===== config.mk =====
export PLATFORM = sky130hd
export DESIGN_NAME = noc_group_endpoint
export DESIGN_NICKNAME = d
export VERILOG_FILES = /design/src/logic/noc_pkg.sv /design/src/logic/flit_link_if.sv /design/src/logic/noc_group_endpoint.sv /design/src/logic/tile_req_demux.sv /design/src/logic/xy_route_unit.sv /design/src/logic/req_packetizer.sv
export VERILOG_INCLUDE_DIRS = /design/src /design/src/logic
export SDC_FILE = /design/constraint.sdc
export NUM_CORES = 1
export LEC_CHECK = 0
export ABC_AREA = 1
export ABC_CLOCK_PERIOD_IN_PS = 4920
export BUFFER_PORTS_ARGS = -buffer_cell sky130_fd_sc_hd__buf_2
export CORE_MARGIN = 5
export CORE_UTILIZATION = 54
export DETAILED_ROUTE_END_ITERATION = 6
export HOLD_SLACK_MARGIN = 0.05
export PLACE_DENSITY_LB_ADDON = 0.25
export SLEW_MARGIN = 20
export SYNTH_ARGS = -nofsm -noshare
export SYNTH_HDL_FRONTEND = slang
export SYNTH_SLANG_ARGS = --single-unit
export TNS_END_PERCENT = 50

===== constraint.sdc =====
create_clock -name clk_i -period 4.92 [get_ports clk_i]
set_clock_uncertainty 0.05 [all_clocks]
set_input_delay 1.476 -clock clk_i [delete_from_list [all_inputs] [get_ports clk_i]]
set_output_delay 1.476 -clock clk_i [all_outputs]
set_load 0.1 [all_outputs]

===== src/logic/noc_consts.svh =====
// Group endpoint constants
// Address split, field widths, buffer depths and link credit counts

`ifndef NOC_CONSTS_SVH
`define NOC_CONSTS_SVH

// Tile and TCDM address split
`define NUM_TILES 4
`define TILE_W 2
`define BANK_W 2
`define ROW_W 6
`define TCDM_ADDR_W (`ROW_W + `BANK_W + `TILE_W)

// Mesh coordinates, per axis
`define COORD_W 2

// Request payload
`define DATA_W 32
`define BE_W 4
`define CORE_ID_W 3

// Input FIFO depth, also the credit count a sender starts with
`define FIFO_DEPTH 4

// Credits for the outgoing network link
`define NET_CREDITS 4

// Credits per tile request port
`define TILE_CREDITS 2

`endif

===== src/logic/noc_pkg.sv =====
// Endpoint types
// Group coordinates, route directions, TCDM address views and flit fields

`include "noc_consts.svh"

package noc_pkg;

  typedef struct packed {
    logic [`COORD_W-1:0] x;
    logic [`COORD_W-1:0] y;
  } group_xy_t;

  typedef enum logic [1:0] {
    NORTH = 2'd0,
    EAST  = 2'd1,
    SOUTH = 2'd2,
    WEST  = 2'd3
  } dir_e;

  // Tile index sits in the low bits
  typedef struct packed {
    logic [`ROW_W-1:0]  row;
    logic [`BANK_W-1:0] bank;
    logic [`TILE_W-1:0] tile;
  } tcdm_fields_t;

  typedef union packed {
    logic [`TCDM_ADDR_W-1:0] flat;   // As carried on the network
    tcdm_fields_t            fields; // As decoded in the group
  } tcdm_addr_u;

  typedef struct packed {
    group_xy_t              src_group;
    group_xy_t              dst_group;
    logic [`CORE_ID_W-1:0]  core_id;
    tcdm_addr_u             tcdm_addr;
  } req_hdr_t;

  typedef struct packed {
    logic [`DATA_W-1:0] data;
    logic [`BE_W-1:0]   be;
    logic               wen;
  } req_payload_t;

endpackage


===== src/logic/flit_link_if.sv =====
// Credit-based flit link
// One flit per valid cycle, one credit pulse per freed receiver entry

`timescale 1ns/1ps

interface flit_link_if;

  logic                  valid;
  noc_pkg::req_hdr_t     hdr;
  noc_pkg::req_payload_t payload;
  logic                  credit; // Receiver to sender

  modport tx (
    output valid,
    output hdr,
    output payload,
    input  credit
  );

  modport rx (
    input  valid,
    input  hdr,
    input  payload,
    output credit
  );

endinterface


===== src/logic/noc_group_endpoint.sv =====
// Group network endpoint
// Packetizer, XY route unit and tile demux joined by credit-based flit links

`timescale 1ns/1ps
`include "noc_consts.svh"

module noc_group_endpoint (
  input  logic                      clk_i,
  input  logic                      rst_n_i,
  input  noc_pkg::group_xy_t        group_id_i,
  // Local master
  input  logic                      mst_req_valid_i,
  output logic                      mst_req_ready_o,
  input  logic [`TCDM_ADDR_W-1:0]   mst_req_addr_i,
  input  noc_pkg::group_xy_t        mst_req_dst_group_i,
  input  logic [`CORE_ID_W-1:0]     mst_req_core_id_i,
  input  logic [`DATA_W-1:0]        mst_req_data_i,
  input  logic [`BE_W-1:0]          mst_req_be_i,
  input  logic                      mst_req_wen_i,
  // Network links
  input  logic                      net_in_valid_i,
  input  noc_pkg::req_hdr_t         net_in_hdr_i,
  input  noc_pkg::req_payload_t     net_in_payload_i,
  output logic                      net_in_credit_o,
  output logic                      net_out_valid_o,
  output noc_pkg::req_hdr_t         net_out_hdr_o,
  output noc_pkg::req_payload_t     net_out_payload_o,
  output noc_pkg::dir_e             net_out_dir_o,
  input  logic                      net_out_credit_i,
  // Tiles
  input  logic [`NUM_TILES-1:0]     tile_credit_i,
  output logic [`NUM_TILES-1:0]     tile_req_valid_o,
  output logic [`ROW_W+`BANK_W-1:0] tile_req_row_bank_o,
  output logic [`CORE_ID_W-1:0]     tile_req_core_id_o,
  output noc_pkg::group_xy_t        tile_req_src_group_o,
  output logic [`DATA_W-1:0]        tile_req_data_o,
  output logic [`BE_W-1:0]          tile_req_be_o,
  output logic                      tile_req_wen_o
);

  flit_link_if pkt_link ();   // Packetizer to route unit
  flit_link_if eject_link (); // Route unit to tile demux

  req_packetizer i_req_packetizer (
    .clk_i               (clk_i),
    .rst_n_i             (rst_n_i),
    .group_id_i          (group_id_i),
    .mst_req_valid_i     (mst_req_valid_i),
    .mst_req_addr_i      (mst_req_addr_i),
    .mst_req_dst_group_i (mst_req_dst_group_i),
    .mst_req_core_id_i   (mst_req_core_id_i),
    .mst_req_data_i      (mst_req_data_i),
    .mst_req_be_i        (mst_req_be_i),
    .mst_req_wen_i       (mst_req_wen_i),
    .mst_req_ready_o     (mst_req_ready_o),
    .pkt_link            (pkt_link.tx)
  );

  xy_route_unit i_xy_route_unit (
    .clk_i             (clk_i),
    .rst_n_i           (rst_n_i),
    .group_id_i        (group_id_i),
    .pkt_link          (pkt_link.rx),
    .net_in_valid_i    (net_in_valid_i),
    .net_in_hdr_i      (net_in_hdr_i),
    .net_in_payload_i  (net_in_payload_i),
    .net_in_credit_o   (net_in_credit_o),
    .net_out_valid_o   (net_out_valid_o),
    .net_out_hdr_o     (net_out_hdr_o),
    .net_out_payload_o (net_out_payload_o),
    .net_out_dir_o     (net_out_dir_o),
    .net_out_credit_i  (net_out_credit_i),
    .eject_link        (eject_link.tx)
  );

  tile_req_demux i_tile_req_demux (
    .clk_i                (clk_i),
    .rst_n_i              (rst_n_i),
    .eject_link           (eject_link.rx),
    .tile_credit_i        (tile_credit_i),
    .tile_req_valid_o     (tile_req_valid_o),
    .tile_req_row_bank_o  (tile_req_row_bank_o),
    .tile_req_core_id_o   (tile_req_core_id_o),
    .tile_req_src_group_o (tile_req_src_group_o),
    .tile_req_data_o      (tile_req_data_o),
    .tile_req_be_o        (tile_req_be_o),
    .tile_req_wen_o       (tile_req_wen_o)
  );

endmodule


===== src/logic/tile_req_demux.sv =====
// Tile request demux
// Picks the target tile from the low address bits and delivers with per-tile credits

`timescale 1ns/1ps
`include "noc_consts.svh"

module tile_req_demux (
  input  logic                          clk_i,
  input  logic                          rst_n_i,
  flit_link_if.rx                       eject_link,
  input  logic [`NUM_TILES-1:0]         tile_credit_i,
  output logic [`NUM_TILES-1:0]         tile_req_valid_o,
  output logic [`ROW_W+`BANK_W-1:0]     tile_req_row_bank_o,
  output logic [`CORE_ID_W-1:0]         tile_req_core_id_o,
  output noc_pkg::group_xy_t            tile_req_src_group_o,
  output logic [`DATA_W-1:0]            tile_req_data_o,
  output logic [`BE_W-1:0]              tile_req_be_o,
  output logic                          tile_req_wen_o
);

  localparam int PTR_W  = $clog2(`FIFO_DEPTH);
  localparam int CNT_W  = $clog2(`FIFO_DEPTH + 1);
  localparam int TCNT_W = $clog2(`TILE_CREDITS + 1);

  noc_pkg::req_hdr_t     hdr_mem [`FIFO_DEPTH];
  noc_pkg::req_payload_t pay_mem [`FIFO_DEPTH];
  logic [PTR_W-1:0]      wptr_q;
  logic [PTR_W-1:0]      rptr_q;
  logic [CNT_W-1:0]      cnt_q;
  logic [TCNT_W-1:0]     tile_cnt_q [`NUM_TILES];
  noc_pkg::req_hdr_t     head_hdr;
  logic [`TILE_W-1:0]    head_tile;
  logic                  pop;

  assign head_hdr  = hdr_mem[rptr_q];
  assign head_tile = head_hdr.tcdm_addr.fields.tile;
  assign pop       = (cnt_q != '0) && (tile_cnt_q[head_tile] != '0);

  always_ff @(posedge clk_i) begin
    if (eject_link.valid) begin
      hdr_mem[wptr_q] <= eject_link.hdr;
      pay_mem[wptr_q] <= eject_link.payload;
    end
  end

  always_ff @(posedge clk_i or negedge rst_n_i) begin
    if (!rst_n_i) begin
      wptr_q           <= '0;
      rptr_q           <= '0;
      cnt_q            <= '0;
      tile_req_valid_o <= '0;
      eject_link.credit <= 1'b0;
      for (int k = 0; k < `NUM_TILES; k++) begin
        tile_cnt_q[k] <= TCNT_W'(`TILE_CREDITS);
      end
    end else begin
      if (eject_link.valid) begin
        wptr_q <= (wptr_q == PTR_W'(`FIFO_DEPTH - 1)) ? '0 : wptr_q + 1'b1;
      end
      if (pop) begin
        rptr_q <= (rptr_q == PTR_W'(`FIFO_DEPTH - 1)) ? '0 : rptr_q + 1'b1;
      end
      cnt_q <= cnt_q + CNT_W'(eject_link.valid) - CNT_W'(pop);
      for (int k = 0; k < `NUM_TILES; k++) begin
        tile_cnt_q[k] <= tile_cnt_q[k] - TCNT_W'(pop && (int'(head_tile) == k))
                         + TCNT_W'(tile_credit_i[k]);
      end
      tile_req_valid_o <= '0;
      if (pop) begin
        tile_req_valid_o[head_tile] <= 1'b1; // One-hot on the decoded tile
      end
      eject_link.credit <= pop;
    end
  end

  // Delivered fields, tile bits dropped from the address
  always_ff @(posedge clk_i) begin
    if (pop) begin
      tile_req_row_bank_o  <= {head_hdr.tcdm_addr.fields.row, head_hdr.tcdm_addr.fields.bank};
      tile_req_core_id_o   <= head_hdr.core_id;
      tile_req_src_group_o <= head_hdr.src_group;
      tile_req_data_o      <= pay_mem[rptr_q].data;
      tile_req_be_o        <= pay_mem[rptr_q].be;
      tile_req_wen_o       <= pay_mem[rptr_q].wen;
    end
  end

endmodule


===== src/logic/xy_route_unit.sv =====
// XY route unit
// Buffers local and network flits, picks one per cycle round-robin, routes it X then Y

`timescale 1ns/1ps
`include "noc_consts.svh"

module xy_route_unit (
  input  logic                  clk_i,
  input  logic                  rst_n_i,
  input  noc_pkg::group_xy_t    group_id_i,
  flit_link_if.rx               pkt_link,
  input  logic                  net_in_valid_i,
  input  noc_pkg::req_hdr_t     net_in_hdr_i,
  input  noc_pkg::req_payload_t net_in_payload_i,
  output logic                  net_in_credit_o,
  output logic                  net_out_valid_o,
  output noc_pkg::req_hdr_t     net_out_hdr_o,
  output noc_pkg::req_payload_t net_out_payload_o,
  output noc_pkg::dir_e         net_out_dir_o,
  input  logic                  net_out_credit_i,
  flit_link_if.tx               eject_link
);

  localparam int PTR_W     = $clog2(`FIFO_DEPTH);
  localparam int CNT_W     = $clog2(`FIFO_DEPTH + 1);
  localparam int NET_CNT_W = $clog2(`NET_CREDITS + 1);
  localparam int SRC_LOCAL = 0;
  localparam int SRC_NET   = 1;

  logic [1:0]            in_valid;
  noc_pkg::req_hdr_t     in_hdr [2];
  noc_pkg::req_payload_t in_payload [2];
  logic [1:0]            head_valid;
  noc_pkg::req_hdr_t     head_hdr [2];
  noc_pkg::req_payload_t head_payload [2];
  logic [1:0]            head_local;
  noc_pkg::dir_e         head_dir [2];
  logic [1:0]            eligible;
  logic [1:0]            pop;
  logic                  grant_idx;
  logic                  go;
  logic                  go_local;
  logic                  rr_q;
  logic [NET_CNT_W-1:0]  net_cnt_q;
  logic [CNT_W-1:0]      eject_cnt_q;
  noc_pkg::req_hdr_t     out_hdr_q;
  noc_pkg::req_payload_t out_payload_q;

  assign in_valid[SRC_LOCAL]   = pkt_link.valid;
  assign in_hdr[SRC_LOCAL]     = pkt_link.hdr;
  assign in_payload[SRC_LOCAL] = pkt_link.payload;
  assign in_valid[SRC_NET]     = net_in_valid_i;
  assign in_hdr[SRC_NET]       = net_in_hdr_i;
  assign in_payload[SRC_NET]   = net_in_payload_i;

  // Input FIFOs, never overrun since senders hold credits
  for (genvar g = 0; g < 2; g++) begin : gen_fifo
    noc_pkg::req_hdr_t     hdr_mem [`FIFO_DEPTH];
    noc_pkg::req_payload_t pay_mem [`FIFO_DEPTH];
    logic [PTR_W-1:0]      wptr_q;
    logic [PTR_W-1:0]      rptr_q;
    logic [CNT_W-1:0]      cnt_q;

    always_ff @(posedge clk_i) begin
      if (in_valid[g]) begin
        hdr_mem[wptr_q] <= in_hdr[g];
        pay_mem[wptr_q] <= in_payload[g];
      end
    end

    always_ff @(posedge clk_i or negedge rst_n_i) begin
      if (!rst_n_i) begin
        wptr_q <= '0;
        rptr_q <= '0;
        cnt_q  <= '0;
      end else begin
        if (in_valid[g]) begin
          wptr_q <= (wptr_q == PTR_W'(`FIFO_DEPTH - 1)) ? '0 : wptr_q + 1'b1;
        end
        if (pop[g]) begin
          rptr_q <= (rptr_q == PTR_W'(`FIFO_DEPTH - 1)) ? '0 : rptr_q + 1'b1;
        end
        cnt_q <= cnt_q + CNT_W'(in_valid[g]) - CNT_W'(pop[g]);
      end
    end

    assign head_valid[g]   = (cnt_q != '0);
    assign head_hdr[g]     = hdr_mem[rptr_q];
    assign head_payload[g] = pay_mem[rptr_q];
  end

  // Dimension order: X first, then Y, else eject
  always_comb begin
    for (int i = 0; i < 2; i++) begin
      head_local[i] = 1'b0;
      head_dir[i]   = noc_pkg::NORTH;
      if (head_hdr[i].dst_group.x != group_id_i.x) begin
        head_dir[i] = (head_hdr[i].dst_group.x > group_id_i.x) ? noc_pkg::EAST : noc_pkg::WEST;
      end else if (head_hdr[i].dst_group.y != group_id_i.y) begin
        head_dir[i] = (head_hdr[i].dst_group.y > group_id_i.y) ? noc_pkg::NORTH : noc_pkg::SOUTH;
      end else begin
        head_local[i] = 1'b1;
      end
      eligible[i] = head_valid[i] &&
                    (head_local[i] ? (eject_cnt_q != '0) : (net_cnt_q != '0));
    end
  end

  // Round-robin over heads whose destination has credit
  always_comb begin
    grant_idx      = eligible[rr_q] ? rr_q : ~rr_q;
    pop            = '0;
    pop[grant_idx] = eligible[grant_idx];
  end

  assign go       = |pop;
  assign go_local = go && head_local[grant_idx];

  always_ff @(posedge clk_i or negedge rst_n_i) begin
    if (!rst_n_i) begin
      rr_q             <= 1'b0;
      net_cnt_q        <= NET_CNT_W'(`NET_CREDITS);
      eject_cnt_q      <= CNT_W'(`FIFO_DEPTH);
      net_out_valid_o  <= 1'b0;
      eject_link.valid <= 1'b0;
      net_in_credit_o  <= 1'b0;
      pkt_link.credit  <= 1'b0;
    end else begin
      if (go) begin
        rr_q <= ~grant_idx; // Other source first next time
      end
      net_cnt_q <= net_cnt_q - NET_CNT_W'(go && !go_local) + NET_CNT_W'(net_out_credit_i);
      eject_cnt_q      <= eject_cnt_q - CNT_W'(go_local) + CNT_W'(eject_link.credit);
      net_out_valid_o  <= go && !go_local;
      eject_link.valid <= go_local;
      pkt_link.credit  <= pop[SRC_LOCAL]; // One credit per freed entry
      net_in_credit_o  <= pop[SRC_NET];
    end
  end

  always_ff @(posedge clk_i) begin
    if (go) begin
      out_hdr_q     <= head_hdr[grant_idx];
      out_payload_q <= head_payload[grant_idx];
      net_out_dir_o <= head_dir[grant_idx];
    end
  end

  // Same register feeds both exits, only one valid is raised
  assign net_out_hdr_o      = out_hdr_q;
  assign net_out_payload_o  = out_payload_q;
  assign eject_link.hdr     = out_hdr_q;
  assign eject_link.payload = out_payload_q;

endmodule


===== src/logic/req_packetizer.sv =====
// Request packetizer
// Packs local master requests into flits and tracks credits toward the route unit

`timescale 1ns/1ps
`include "noc_consts.svh"

module req_packetizer (
  input  logic                    clk_i,
  input  logic                    rst_n_i,
  input  noc_pkg::group_xy_t      group_id_i,
  input  logic                    mst_req_valid_i,
  input  logic [`TCDM_ADDR_W-1:0] mst_req_addr_i,
  input  noc_pkg::group_xy_t      mst_req_dst_group_i,
  input  logic [`CORE_ID_W-1:0]   mst_req_core_id_i,
  input  logic [`DATA_W-1:0]      mst_req_data_i,
  input  logic [`BE_W-1:0]        mst_req_be_i,
  input  logic                    mst_req_wen_i,
  output logic                    mst_req_ready_o,
  flit_link_if.tx                 pkt_link
);

  localparam int CNT_W = $clog2(`FIFO_DEPTH + 1);

  logic [CNT_W-1:0] credit_cnt_q;
  logic             accept;

  assign mst_req_ready_o = (credit_cnt_q != '0); // Room left in the local FIFO
  assign accept          = mst_req_valid_i && mst_req_ready_o;

  always_ff @(posedge clk_i or negedge rst_n_i) begin
    if (!rst_n_i) begin
      credit_cnt_q   <= CNT_W'(`FIFO_DEPTH);
      pkt_link.valid <= 1'b0;
    end else begin
      pkt_link.valid <= accept;
      credit_cnt_q   <= credit_cnt_q - CNT_W'(accept) + CNT_W'(pkt_link.credit);
    end
  end

  // Flit fields, loaded only on accept
  always_ff @(posedge clk_i) begin
    if (accept) begin
      pkt_link.hdr.src_group      <= group_id_i;
      pkt_link.hdr.dst_group      <= mst_req_dst_group_i;
      pkt_link.hdr.core_id        <= mst_req_core_id_i;
      pkt_link.hdr.tcdm_addr.flat <= mst_req_addr_i; // Tile bits still in place
      pkt_link.payload.data       <= mst_req_data_i;
      pkt_link.payload.be         <= mst_req_be_i;
      pkt_link.payload.wen        <= mst_req_wen_i;
    end
  end

endmodule


[Yosys cells after proc, flatten, opt, wreduce, memory -nomap -nowiden]
Memory sizes are Yosys's and may differ from the RTL's. A register that Yosys moved wholly into a read port is not among the register bits.
Cells that the tools add are included.
Word-level totals
  latch bits: 0
  register bits: 182
  memory bits (writable): 696
  logic and storage cells: 180
  bits in read-only memories: 0
  memories kept: 6
Operators by class
  multipliers: 0
  div/mod/pow operators: 0
  add/sub/neg operators: 26
  bitwise gates (word level): 5
  equal/unequal tests: 13
  order comparisons: 11
  multiplexer cells: 50
  reductions and logical operators: 22
  shift-type cells: 0
Memories
  i_tile_req_demux.pay_mem: words 4, bits a word 37, read ports 1, clocked after Yosys merged registers in 1, write ports 1, RTL line tile_req_demux.sv:26  | noc_pkg::req_payload_t pay_mem [`FIFO_DEPTH];
  i_xy_route_unit.gen_fifo[0].pay_mem: words 4, bits a word 37, read ports 1, clocked after Yosys merged registers in 0, write ports 1, RTL line xy_route_unit.sv:59  | noc_pkg::req_payload_t pay_mem [`FIFO_DEPTH];
  i_xy_route_unit.gen_fifo[1].pay_mem: words 4, bits a word 37, read ports 1, clocked after Yosys merged registers in 0, write ports 1, RTL line xy_route_unit.sv:59
  i_tile_req_demux.hdr_mem: words 4, bits a word 21, read ports 1, clocked after Yosys merged registers in 0, write ports 1, RTL line tile_req_demux.sv:25  | noc_pkg::req_hdr_t hdr_mem [`FIFO_DEPTH];
  i_xy_route_unit.gen_fifo[0].hdr_mem: words 4, bits a word 21, read ports 1, clocked after Yosys merged registers in 0, write ports 1, RTL line xy_route_unit.sv:58  | noc_pkg::req_hdr_t hdr_mem [`FIFO_DEPTH];
  i_xy_route_unit.gen_fifo[1].hdr_mem: words 4, bits a word 21, read ports 1, clocked after Yosys merged registers in 0, write ports 1, RTL line xy_route_unit.sv:58
Operators with widths (count)
  two-way mux 37 bit: 3
  two-way mux 21 bit: 3
  two-way mux 2 bit: 19
  two-way mux 1 bit: 21
  adder 3 x 1 -> 3 bit: 6
  nonzero test 3 bit: 6
  subtractor 3 x 1 -> 3 bit: 6
  equality test 2 bit (second input constant): 8
  adder 2 x 1 -> 2 bit (second input constant): 6
  logical AND 1 bit: 12
  adder 2 x 1 -> 2 bit: 4
  greater-than comparator 2 bit: 4
  != test 2 bit: 4
  subtractor 2 x 1 -> 2 bit: 4
  binary-select mux 2 bit (select 2 bit): 1
  less-than comparator 1 x 2 -> 1 bit (second input constant): 2
  two-way mux 4 bit: 1
  >= comparator 3 bit (second input constant): 1
  less-than comparator 2 x 3 -> 1 bit (second input constant): 1
  NOT 2 -> 3 bit: 1
  bitwise AND 2 bit: 1
  demux 1 bit (select 2 bit): 1
  equality test 2 x 1 -> 1 bit (second input constant): 1
  >= comparator 2 x 1 -> 1 bit (second input constant): 1
  other kinds (9): 10

[Depth between registers and ports, before layout]
Gate-level depths: netlist (run 1).
An unclocked memory read counts as a cell.
  depth in word-level cells: 20
  mapped depth: 24
  mapped depth without buffers: 21

[Modules after synthesis]
From an unflattened synthesis (run 1), not the netlist that was laid out.
Unflattened totals
  cell total of the unflattened synthesis: 2397
  area total of the unflattened synthesis: 34271.6 um^2
By module, submodules not included
  xy_route_unit: cells an instance 1616, area an instance 21688.3 um^2, seq. area each 16363.2 um^2, instances 1
  tile_req_demux: cells an instance 700, area an instance 10630.2 um^2, seq. area each 8553.2 um^2, instances 1
  req_packetizer: cells an instance 81, area an instance 1953.1 um^2, seq. area each 1843.0 um^2, instances 1

[Least setup slack after synthesis (run 1)]
No wires, ideal clock.
  path type: input to register
  from: in group_id_i[3] in the netlist's numbering
  to: reg i_xy_route_unit.gen_fifo[1].cnt_q[2]
  data arrival time: 4894 ps
  library setup time: 123 ps
  stages on the path: 16
  path buffers: 0
  slack: -146 ps
  data required time: 4747 ps
  cell sequence: inv_1 ha_1 nand2_2 nor2_2 inv_2 nand2_1 nand3b_1 nand2_1 inv_1 nor2_2 ha_1 inv_1 ha_1 inv_1 fa_1 xnor2_1
On the way
  word-level cells in the longest chain between the ends: 13
  elaborated cells between the ends (all ways): 20
RTL lines
  from (decl): RTL line noc_group_endpoint.sv:10  | input noc_pkg::group_xy_t group_id_i,
  != test 2 bit: RTL line xy_route_unit.sv:97  | if (head_hdr[i].dst_group.x != group_id_i.x) begin
  two-way mux 1 bit: RTL line xy_route_unit.sv:97
  two-way mux 1 bit: RTL line xy_route_unit.sv:105  | (head_local[i] ? (eject_cnt_q != '0) : (net_cnt_q != '0));
  logical AND 1 bit: RTL line xy_route_unit.sv:104  | eligible[i] = head_valid[i] &&
  two-way mux 1 bit (implied by the code) (2 in series): RTL line xy_route_unit.sv:111  | grant_idx = eligible[rr_q] ? rr_q : ~rr_q;
  two-way mux 1 bit: RTL line xy_route_unit.sv:111
  less-than comparator 1 x 2 -> 1 bit (implied by the code) / >= comparator 1 bit (equally long branches): RTL line xy_route_unit.sv:113  | pop[grant_idx] = eligible[grant_idx];
  logical AND 1 bit (implied by the code): RTL line xy_route_unit.sv:113
  two-way mux 1 bit (implied by the code): RTL line xy_route_unit.sv:113
  demux 1 bit (select 1 bit)
  bitwise AND 2 bit (no line) *
  via i_xy_route_unit.pop[1]: RTL line xy_route_unit.sv:39  | logic [1:0] pop;
  subtractor 3 x 1 -> 3 bit *: RTL line xy_route_unit.sv:83  | cnt_q <= cnt_q + CNT_W'(in_valid[g]) - CNT_W'(pop[g]);
  to (signal assigned): RTL line xy_route_unit.sv:83
  to (decl): RTL line xy_route_unit.sv:62  | logic [CNT_W-1:0] cnt_q;
Mark *: on every way through the listed nets, which the timed path passes. The rest lies on a longest branch. The select of a mux whose other input is x is not followed.
A chain may end at the register's enable or synchronous reset.

[Worst setup path after layout (run 1)]
  from: reg i_xy_route_unit.gen_fifo[0].rptr_q[0]
  to: reg i_xy_route_unit.net_cnt_q[2]
On the way
  word-level cells in the longest chain between the ends: 20
  elaborated cells between the ends (all ways): 26
RTL lines
  from (decl): RTL line xy_route_unit.sv:61  | logic [PTR_W-1:0] rptr_q;
  from (signal assigned): RTL line xy_route_unit.sv:81  | rptr_q <= (rptr_q == PTR_W'(`FIFO_DEPTH - 1)) ? '0 : rptr_q + 1'b1;
  memory (4 x 21 bit) *
  != test 2 bit: RTL line xy_route_unit.sv:99  | end else if (head_hdr[i].dst_group.y != group_id_i.y) begin
  two-way mux 1 bit: RTL line xy_route_unit.sv:99
  two-way mux 1 bit *: RTL line xy_route_unit.sv:97
  two-way mux 1 bit: RTL line xy_route_unit.sv:105
  logical AND 1 bit: RTL line xy_route_unit.sv:104
  two-way mux 1 bit (implied by the code) (2 in series): RTL line xy_route_unit.sv:111
  two-way mux 1 bit: RTL line xy_route_unit.sv:111
  [3 not listed]
  demux 1 bit (select 1 bit)
  bitwise AND 2 bit (no line)
  OR reduction 2 bit: RTL line xy_route_unit.sv:116  | assign go = |pop;
  logical AND 1 bit: RTL line xy_route_unit.sv:117  | assign go_local = go && head_local[grant_idx];
  logical NOT 1 bit: RTL line xy_route_unit.sv:132  | net_cnt_q <= net_cnt_q - NET_CNT_W'(go && !go_local) + NET_CNT_W'(net_out_credit_i);
  logical AND 1 bit *: RTL line xy_route_unit.sv:132
  subtractor 3 x 1 -> 3 bit *: RTL line xy_route_unit.sv:132
  adder 3 x 1 -> 3 bit *: RTL line xy_route_unit.sv:132
  to (signal assigned): RTL line xy_route_unit.sv:122  | net_cnt_q <= NET_CNT_W'(`NET_CREDITS);
  to (signal assigned): RTL line xy_route_unit.sv:132
  to (decl): RTL line xy_route_unit.sv:44  | logic [NET_CNT_W-1:0] net_cnt_q;
Mark *: on every way between the ends. The rest lies on a longest branch, timed or not. The select of a mux whose other input is x is not followed.

==> results of run 1 <==
## Yosys cell counts, drive strengths merged
library cell	n
a32o	2
o21ai	344
or3	1
clkinv	1
nand2	99
dfstp	7
nand3	15
fa	6
a31oi	55
nor3	3
o31ai	1
xnor2	18
edfxtp	850
dfrtp	42
clkbuf	76
a32oi	2
o22ai	110
nand4	1
nand3b	1
ha	43
buf	46
and2	2
nor2	508
inv	74
a21oi	7
xor2	2
## cells in the final DEF, fill, tap and decap left out, types with 3 or more instances in the layout
cell type | netlist | final
clkinv_2 | 0 | 19
inv_2 | 5 | 16
fa_1 | 6 | 6
a31oi_2 | 47 | 47
inv_6 | 0 | 4
inv_1 | 69 | 55
nor2_2 | 3 | 3
o22ai_1 | 110 | 110
clkbuf_8 | 0 | 6
nand3_1 | 15 | 15
nand2_1 | 93 | 92
clkbuf_1 | 76 | 22
edfxtp_1 | 850 | 850
dfstp_2 | 7 | 7
dfrtp_4 | 0 | 3
clkbuf_16 | 0 | 91
clkinv_1 | 1 | 15
xnor2_1 | 18 | 18
o21ai_0 | 339 | 339
dfrtp_1 | 42 | 36
buf_2 | 26 | 243
bufinv_16 | 0 | 8
dfrtp_2 | 0 | 3
nand2_2 | 5 | 4
nor2_1 | 505 | 505
a31oi_1 | 8 | 8
a21oi_1 | 7 | 7
diode_2 | 0 | 5
ha_1 | 43 | 43
o21ai_1 | 4 | 4
buf_4 | 2 | 34
## worst max-delay path, delay by kind of cell (launching register included)
family                   cells  cell delay [ns]
adder cells (fa/ha/maj)      4             1.15
AND/OR/NAND/NOR              5             0.81
XOR/XNOR                     2             0.36
AO/OA/AOI/OAI                4             0.76
buffers and inverters        2             0.56
flip-flops                   1             0.70
## area by class of cell
class | count | share of cell area [%]
well taps | 846 | 2.72
inverters | 75 | 0.742
diodes | 5 | 0.0321
multi-input cells | 1220 | 16.5
flip-flops and latches | 899 | 68.7
clock inverters | 48 | 1.19
repair buffers | 278 | 3.81
clock buffers | 119 | 6.27
## kinds of logic after synthesis
| kind of cell | Yosys count | synth area share [%] |
|---|---|---|
| compound gates | 521 | 9.21 |
| xor+xnor | 20 | 0.515 |
| fa+ha+maj | 49 | 1.94 |
| buf+inv | 197 | 2.45 |
| flops | 899 | 78.7 |
| simple gates | 630 | 7.17 |
## path summary, 6_finish.rpt
kind,startpoint,end,slack (ns)
min reg2reg,i_req_packetizer.pkt_link.payload[7]$_DFFE_PP_,i_xy_route_unit.gen_fifo[0].pay_mem[2][7]$_DFFE_PP_,0.44
min,i_req_packetizer.pkt_link.payload[7]$_DFFE_PP_,i_xy_route_unit.gen_fifo[0].pay_mem[2][7]$_DFFE_PP_,0.44
max,i_xy_route_unit.gen_fifo[0].rptr_q[0]$_DFFE_PN0P_,i_xy_route_unit.net_cnt_q[2]$_DFF_PN1_,0.42
max in group asynchronous,rst_n_i,i_tile_req_demux.tile_cnt_q[3]$_DFF_PN1_,3.28
min in group asynchronous,rst_n_i,i_xy_route_unit.rr_q$_DFFE_PN0P_,0.78
max reg2reg,i_xy_route_unit.gen_fifo[0].rptr_q[0]$_DFFE_PN0P_,i_xy_route_unit.net_cnt_q[2]$_DFF_PN1_,0.42
## per-stage QoR
| stage | cells | worst slack [ns] | util [%] | hold WS (ns) |
|---|---|---|---|---|
| 2_1_floorplan | 2316 | 0.462 | - | 0.397 |
| 3_3_place_gp | 3318 | 0.569 | 57.4 | 0.413 |
| 3_5_place_dp | 3318 | 0.436 | 57.4 | 0.428 |
| 4_1_cts | 3485 | 0.387 | 62.1 | 0.434 |
| 5_1_grt | 3487 | 0.0525 | 62.1 | 0.442 |
| 6_report | 3490 | 0.423 | 62.1 | 0.438 |
## state kept, by name, indices dropped and copies added, names as in the netlist, 6 cells and up
signal,count
i_tile_req_demux.tile_req_row_bank_o,8
i_xy_route_unit.eject_link.hdr,21
i_tile_req_demux.tile_cnt_q,8
i_xy_route_unit.gen_fifo.hdr_mem,168
i_tile_req_demux.hdr_mem,68
i_xy_route_unit.eject_link.payload,37
i_req_packetizer.pkt_link.payload,37
i_tile_req_demux.tile_req_data_o,32
i_xy_route_unit.gen_fifo.cnt_q,6
i_tile_req_demux.pay_mem,148
i_req_packetizer.pkt_link.hdr,21
i_xy_route_unit.gen_fifo.pay_mem,296
## per-layer routing
layer / track usage [%] / vias to the layer above
met3: 3.72 / 99
met2: 34.8 / 653
met4: 5.80 / 8
met1: 31.5 / 9786
met5: 0 / -
li1: - / 8977
==> run summary, run 1 <==
Outcome: finished clean
Detailed Place HPWL: 46.6 mm
Yosys top cell by area: edfxtp_1
Deepest clock path buffer count: 3
CP max stage cell: dfrtp_4
Ports: 244
CTS Hold Bufs: 0
First-pass GRT wire length: 112 mm
Synth area leaders: edfxtp_1 75%, nor2_1 5.6%, o21ai_0 5.0%
Core area: 62700 µm²
All-Layer GR Usage: 21.7%
Dpl cell area: 36000 µm²
Clk Latency, worst-skew pair: 0.64 ns
Syn_area_per_cell: 14.7 µm²
Initial antenna violation count: 9
Hold Crit Depth: 0
Setup TNS: 0 ns
Clock Root Buffer: clkbuf_16
Worst path arrival time: 5.01 ns
Final Max Tran Viols: 0
#FFs+latches synth: 899
Fillcell total: 4562
First DRT Iteration DRCs: 1585
Kind of critical path: register to register
Die Wd: 261 µm
Max-slew headroom: 34.8%
DRT met1 WL: 32.2 mm
Met2 routed WL: 36.3 mm
# setup viols final: 0
CTS clk-pin slew, worst paths: 0.07 ns
Slew @ Worst Pin: 0.977 ns
Detailed Route WL: 75.2 mm
Max incr delay on CP: 0.70 ns
Number of detailed-route iterations in the first pass: 5
Final Cycle Share: 91.4%
Vias in the first global route: 18900
Vias per cell: 5.59
Shortest period the worst path allows: 4.50 ns
Cells along the critical path: clkinv_2 > o21ai_0 > o22ai_1 > ha_1 > nand2_1 > o21ai_1 > nand4_1 > nand2_8 > nand2_1 > o21ai_2 > nor2_1 > ha_1 > inv_1 > ha_1 > fa_1 > xnor2_1 > xor2_1
Die H: 261 µm
Top Metal Used: met5
Avg WL per Cell: 21.6 µm
Largest net degree at the start of global routing: 110
Port buffer count: 243
Max-cap viol count: 0
Cell depth of the worst flop-to-flop path: 17
Syn. warnings: 0
CTS tree: yes
Area of the multi-input gates: 6430 µm²
Met3 wire length: 5.24 mm
Area taken by flip-flops and latches: 26800 µm²
CTS sink count: 899
Post-route ant nets: 0
Crit start category: register
Via Count: 19500
# DRC: 0
Most numerous cell on the critical path: ha_1
Area Growth Syn to Fin: 14.6%
Cell variety after synth: 37
Fin. Hold Viols: 0
CTS H-tree depth: 3
Final nets: 2738
Global route overflow: 0
Hold crit path type: register to register
Layout cells sized above 1: 19.0%
Cells after Synth: 2316
Setup bufs post-CTS: 0
Sequential share of the synthesized area: 78.7%
CP endpoint kind: register
Starting Density: 54.2%
GP Congestion: 0.804
Cell Area, Synth: 34000 µm²
Final instance area: 39000 µm²
RSZ-0062 raised after global routing: false
CTS Buf Count: 90
Yosys top cell area share: 75.1%
Cell Rows: 92
Die Area: 68100 µm²
Fmax: 222 MHz
Largest fanout on the critical path: 40
Post-CTS sizing: 0
Mapped Nets: 2490
WP data required: 5.43 ns
Power of run 1 is left out: the tool's default activity adds up to more than one toggle a clock period on the data nets, which glitch-free logic cannot reach.
==> run 2: changes to the inputs <==
Settings changed: RECOVER_POWER set to 50, SLEW_MARGIN 20 to unset.
==> run 2 against run 1 <==
Compared with the run above: the run now ends with max-capacitance violations, max-slew violations left; critical endpoint unchanged; sequential share of layout area grew 0.51 points; count of clock-buffer cells in the layout shrank 2; register-to-register slack gained 0.05 ns; die area is the same; via count shrank 0.18%; flip-flop and latch count is the same; design area shrank 0.74%; fmax grew 1.2%.
==> run summary, run 2 (synthesis gave the netlist of run 1 again) <==
Outcome: finished, violations left
Failing checks: max-capacitance violations, max-slew violations
Setup bufs post-CTS: 0 (unchanged)
Hold crit path type: register to register
Leading cell type in the layout, fill and taps excluded: edfxtp_1
Slew @ Worst Pin: 1.69 ns (+0.709 ns)
Layout cells sized above 1: 14.9% (-4.1 points)
Final Max Tran Viols: 69 (+69)
Worst path arrival time: 4.94 ns (-0.07 ns)
Hold Crit Depth: 0 (unchanged)
Cell depth of the worst flop-to-flop path: 17 (unchanged)
Final hold slack: 0.437 ns (-0.000928 ns)
CP endpoint kind: register
Starting Density: 54.2% (unchanged)
Vias per cell: 5.59 (about the same)
Initial antenna violation count: 11 (+2)
Max-slew headroom: -12.6% (-47 points)
Die H: 261 µm (unchanged)
Hold_sp: i_req_packetizer.pkt_link.payload[7]$_DFFE_PP_
First DRT Iteration DRCs: 1682 (+6.1%)
Ports: 244 (unchanged)
Busiest grt layer: met2
Core area: 62700 µm² (unchanged)
M1 GR Usage: 31.0% (-0.50 points)
Die Area: 68100 µm² (unchanged)
Fin. Hold Viols: 0 (unchanged)
CTS Buf Count: 90 (unchanged)
Via Count: 19500 (-0.18%)
Post-route ant nets: 0 (unchanged)
Largest fanout on the critical path: 40 (unchanged)
WP data required: 5.41 ns (-0.02 ns)
Critical R2R Launch: i_xy_route_unit.gen_fifo[0].rptr_q[0]$_DFFE_PN0P_
Regs by FF count: i_xy_route_unit.gen_fifo.pay_mem (296), i_xy_route_unit.gen_fifo.hdr_mem (168), i_tile_req_demux.pay_mem (148)
Shortest period the worst path allows: 4.45 ns (-0.0515 ns)
First-pass GRT wire length: 112 mm (-0.49%)
# setup viols final: 0 (unchanged)
Deepest clock path buffer count: 3 (unchanged)
Clk Latency, worst-skew pair: 0.62 ns (-0.02 ns)
Avg WL per Cell: 21.6 µm (about the same)
Commonest non-fill, non-tap cells in the layout: 850 x edfxtp_1, 505 x nor2_1, 339 x o21ai_0
Cell Rows: 92 (unchanged)
Fmax: 225 MHz (+1.2%)
Grt met2 use: 34.4% (-0.39 points)
Area taken by flip-flops and latches: 26800 µm² (unchanged)
CTS tree: yes
Max-cap viol count: 2 (+2)
Hold Path End: i_xy_route_unit.gen_fifo[0].pay_mem[2][7]$_DFFE_PP_
CTS clk-pin slew, worst paths: 0.06 ns (about the same)
Area of the multi-input gates: 6420 µm² (about the same)
Final nets: 2738 (unchanged)
Kind of critical path: register to register
Number of detailed-route iterations in the first pass: 5 (unchanged)
Fillcell total: 4595 (+0.72%)
All-Layer GR Usage: 21.7% (-0.051 points)
Global route overflow: 0 (unchanged)
Largest register FFs: 296 (unchanged)
Vias in the first global route: 18900 (-0.064%)
Largest Register: i_xy_route_unit.gen_fifo.pay_mem
Area Growth Syn to Fin: 13.7%
Largest net degree at the start of global routing: 110 (unchanged)
Setup TNS: 0 ns (unchanged)
# DRC: 0 (unchanged)
CTS sink count: 899 (unchanged)
Worst r2r dst: i_xy_route_unit.net_cnt_q[2]$_DFF_PN1_
M3 GR Usage: 4.44% (+0.73 points)
Detailed Route WL: 75.1 mm (-0.17%)
Clock Root Buffer: clkbuf_16
Port buffer count: 243 (unchanged)
Post-CTS sizing: 0 (unchanged)
Die Wd: 261 µm (unchanged)
Flop-to-flop setup slack: 0.47 ns (+0.05 ns)
Final Cycle Share: 90.4% (-1.0 points)
Crit start category: register
GP Congestion: 0.804 (unchanged)
RSZ-0062 raised after global routing: false
Dpl cell area: 36000 µm² (about the same)
Detailed Place HPWL: 46.5 mm (-0.24%)
CTS H-tree depth: 3 (unchanged)
CTS Hold Bufs: 0 (unchanged)
Final instance area: 38700 µm² (-0.74%)
==> run 2: how the worst max path moves through the flow <==
stage / depth (start not counted) / slack (ns) / endpoint / from
after floorplan: 16 / 0.46 / i_xy_route_unit.gen_fifo[1].cnt_q[2]$_DFF_PN0_ / group_id_i[3]
after global placement: 18 / 0.57 / i_xy_route_unit.net_cnt_q[2]$_DFF_PN1_ / group_id_i[3]
after detailed placement: 17 / 0.44 / i_xy_route_unit.net_cnt_q[2]$_DFF_PN1_ / i_xy_route_unit.gen_fifo[0].rptr_q[0]$_DFFE_PN0P_
after CTS: 17 / 0.41 / i_xy_route_unit.net_cnt_q[2]$_DFF_PN1_ / i_xy_route_unit.gen_fifo[0].rptr_q[0]$_DFFE_PN0P_
after global routing: 17 / 0.12 / i_xy_route_unit.net_cnt_q[2]$_DFF_PN1_ / i_xy_route_unit.gen_fifo[0].rptr_q[0]$_DFFE_PN0P_
final: 17 / 0.47 / i_xy_route_unit.net_cnt_q[2]$_DFF_PN1_ / i_xy_route_unit.gen_fifo[0].rptr_q[0]$_DFFE_PN0P_
==> run 2: stage by stage <==
step           instances  utilization [%]  setup WS [ns]
6_report            3484             61.6          0.474
3_3_place_gp        3318             57.4          0.569
4_1_cts             3480             61.8          0.413
2_1_floorplan       2316                -          0.462
5_1_grt             3482             61.6          0.115
3_5_place_dp        3318             57.4          0.436
==> run 2: metal layers <==
layer	vias up	part of all wire (%)
li1	8979	-
met1	9747	43
met2	640	48
met3	112	7.3
met4	10	2.1
met5	-	0.093
==> run 2: cell type report <==
| class | count | share of cell area (%) |
|---|---|---|
| timing repair buffer | 278 | 3.50 |
| clock buffer | 117 | 6.27 |
| multi-input combinational | 1220 | 16.6 |
| antenna | 4 | 0.0259 |
| clock inverter | 45 | 0.858 |
| tap | 846 | 2.74 |
| sequential | 899 | 69.3 |
| inverter | 75 | 0.735 |
==> run 2: critical path, stage by stage, from the launching register on <==
cell	delay (ns)
dfrtp_4	0.70
clkinv_2	0.51
o21ai_0	0.33
o22ai_1	0.15
ha_1	0.31
nand2_1	0.10
o21ai_1	0.18
nand4_1	0.22
nand2_8	0.31
nand2_1	0.12
o21ai_2	0.09
nor2_1	0.07
ha_1	0.27
inv_1	0.04
ha_1	0.19
fa_1	0.37
xnor2_1	0.18
xor2_1	0.18
Power of run 2 is left out for the same reason.
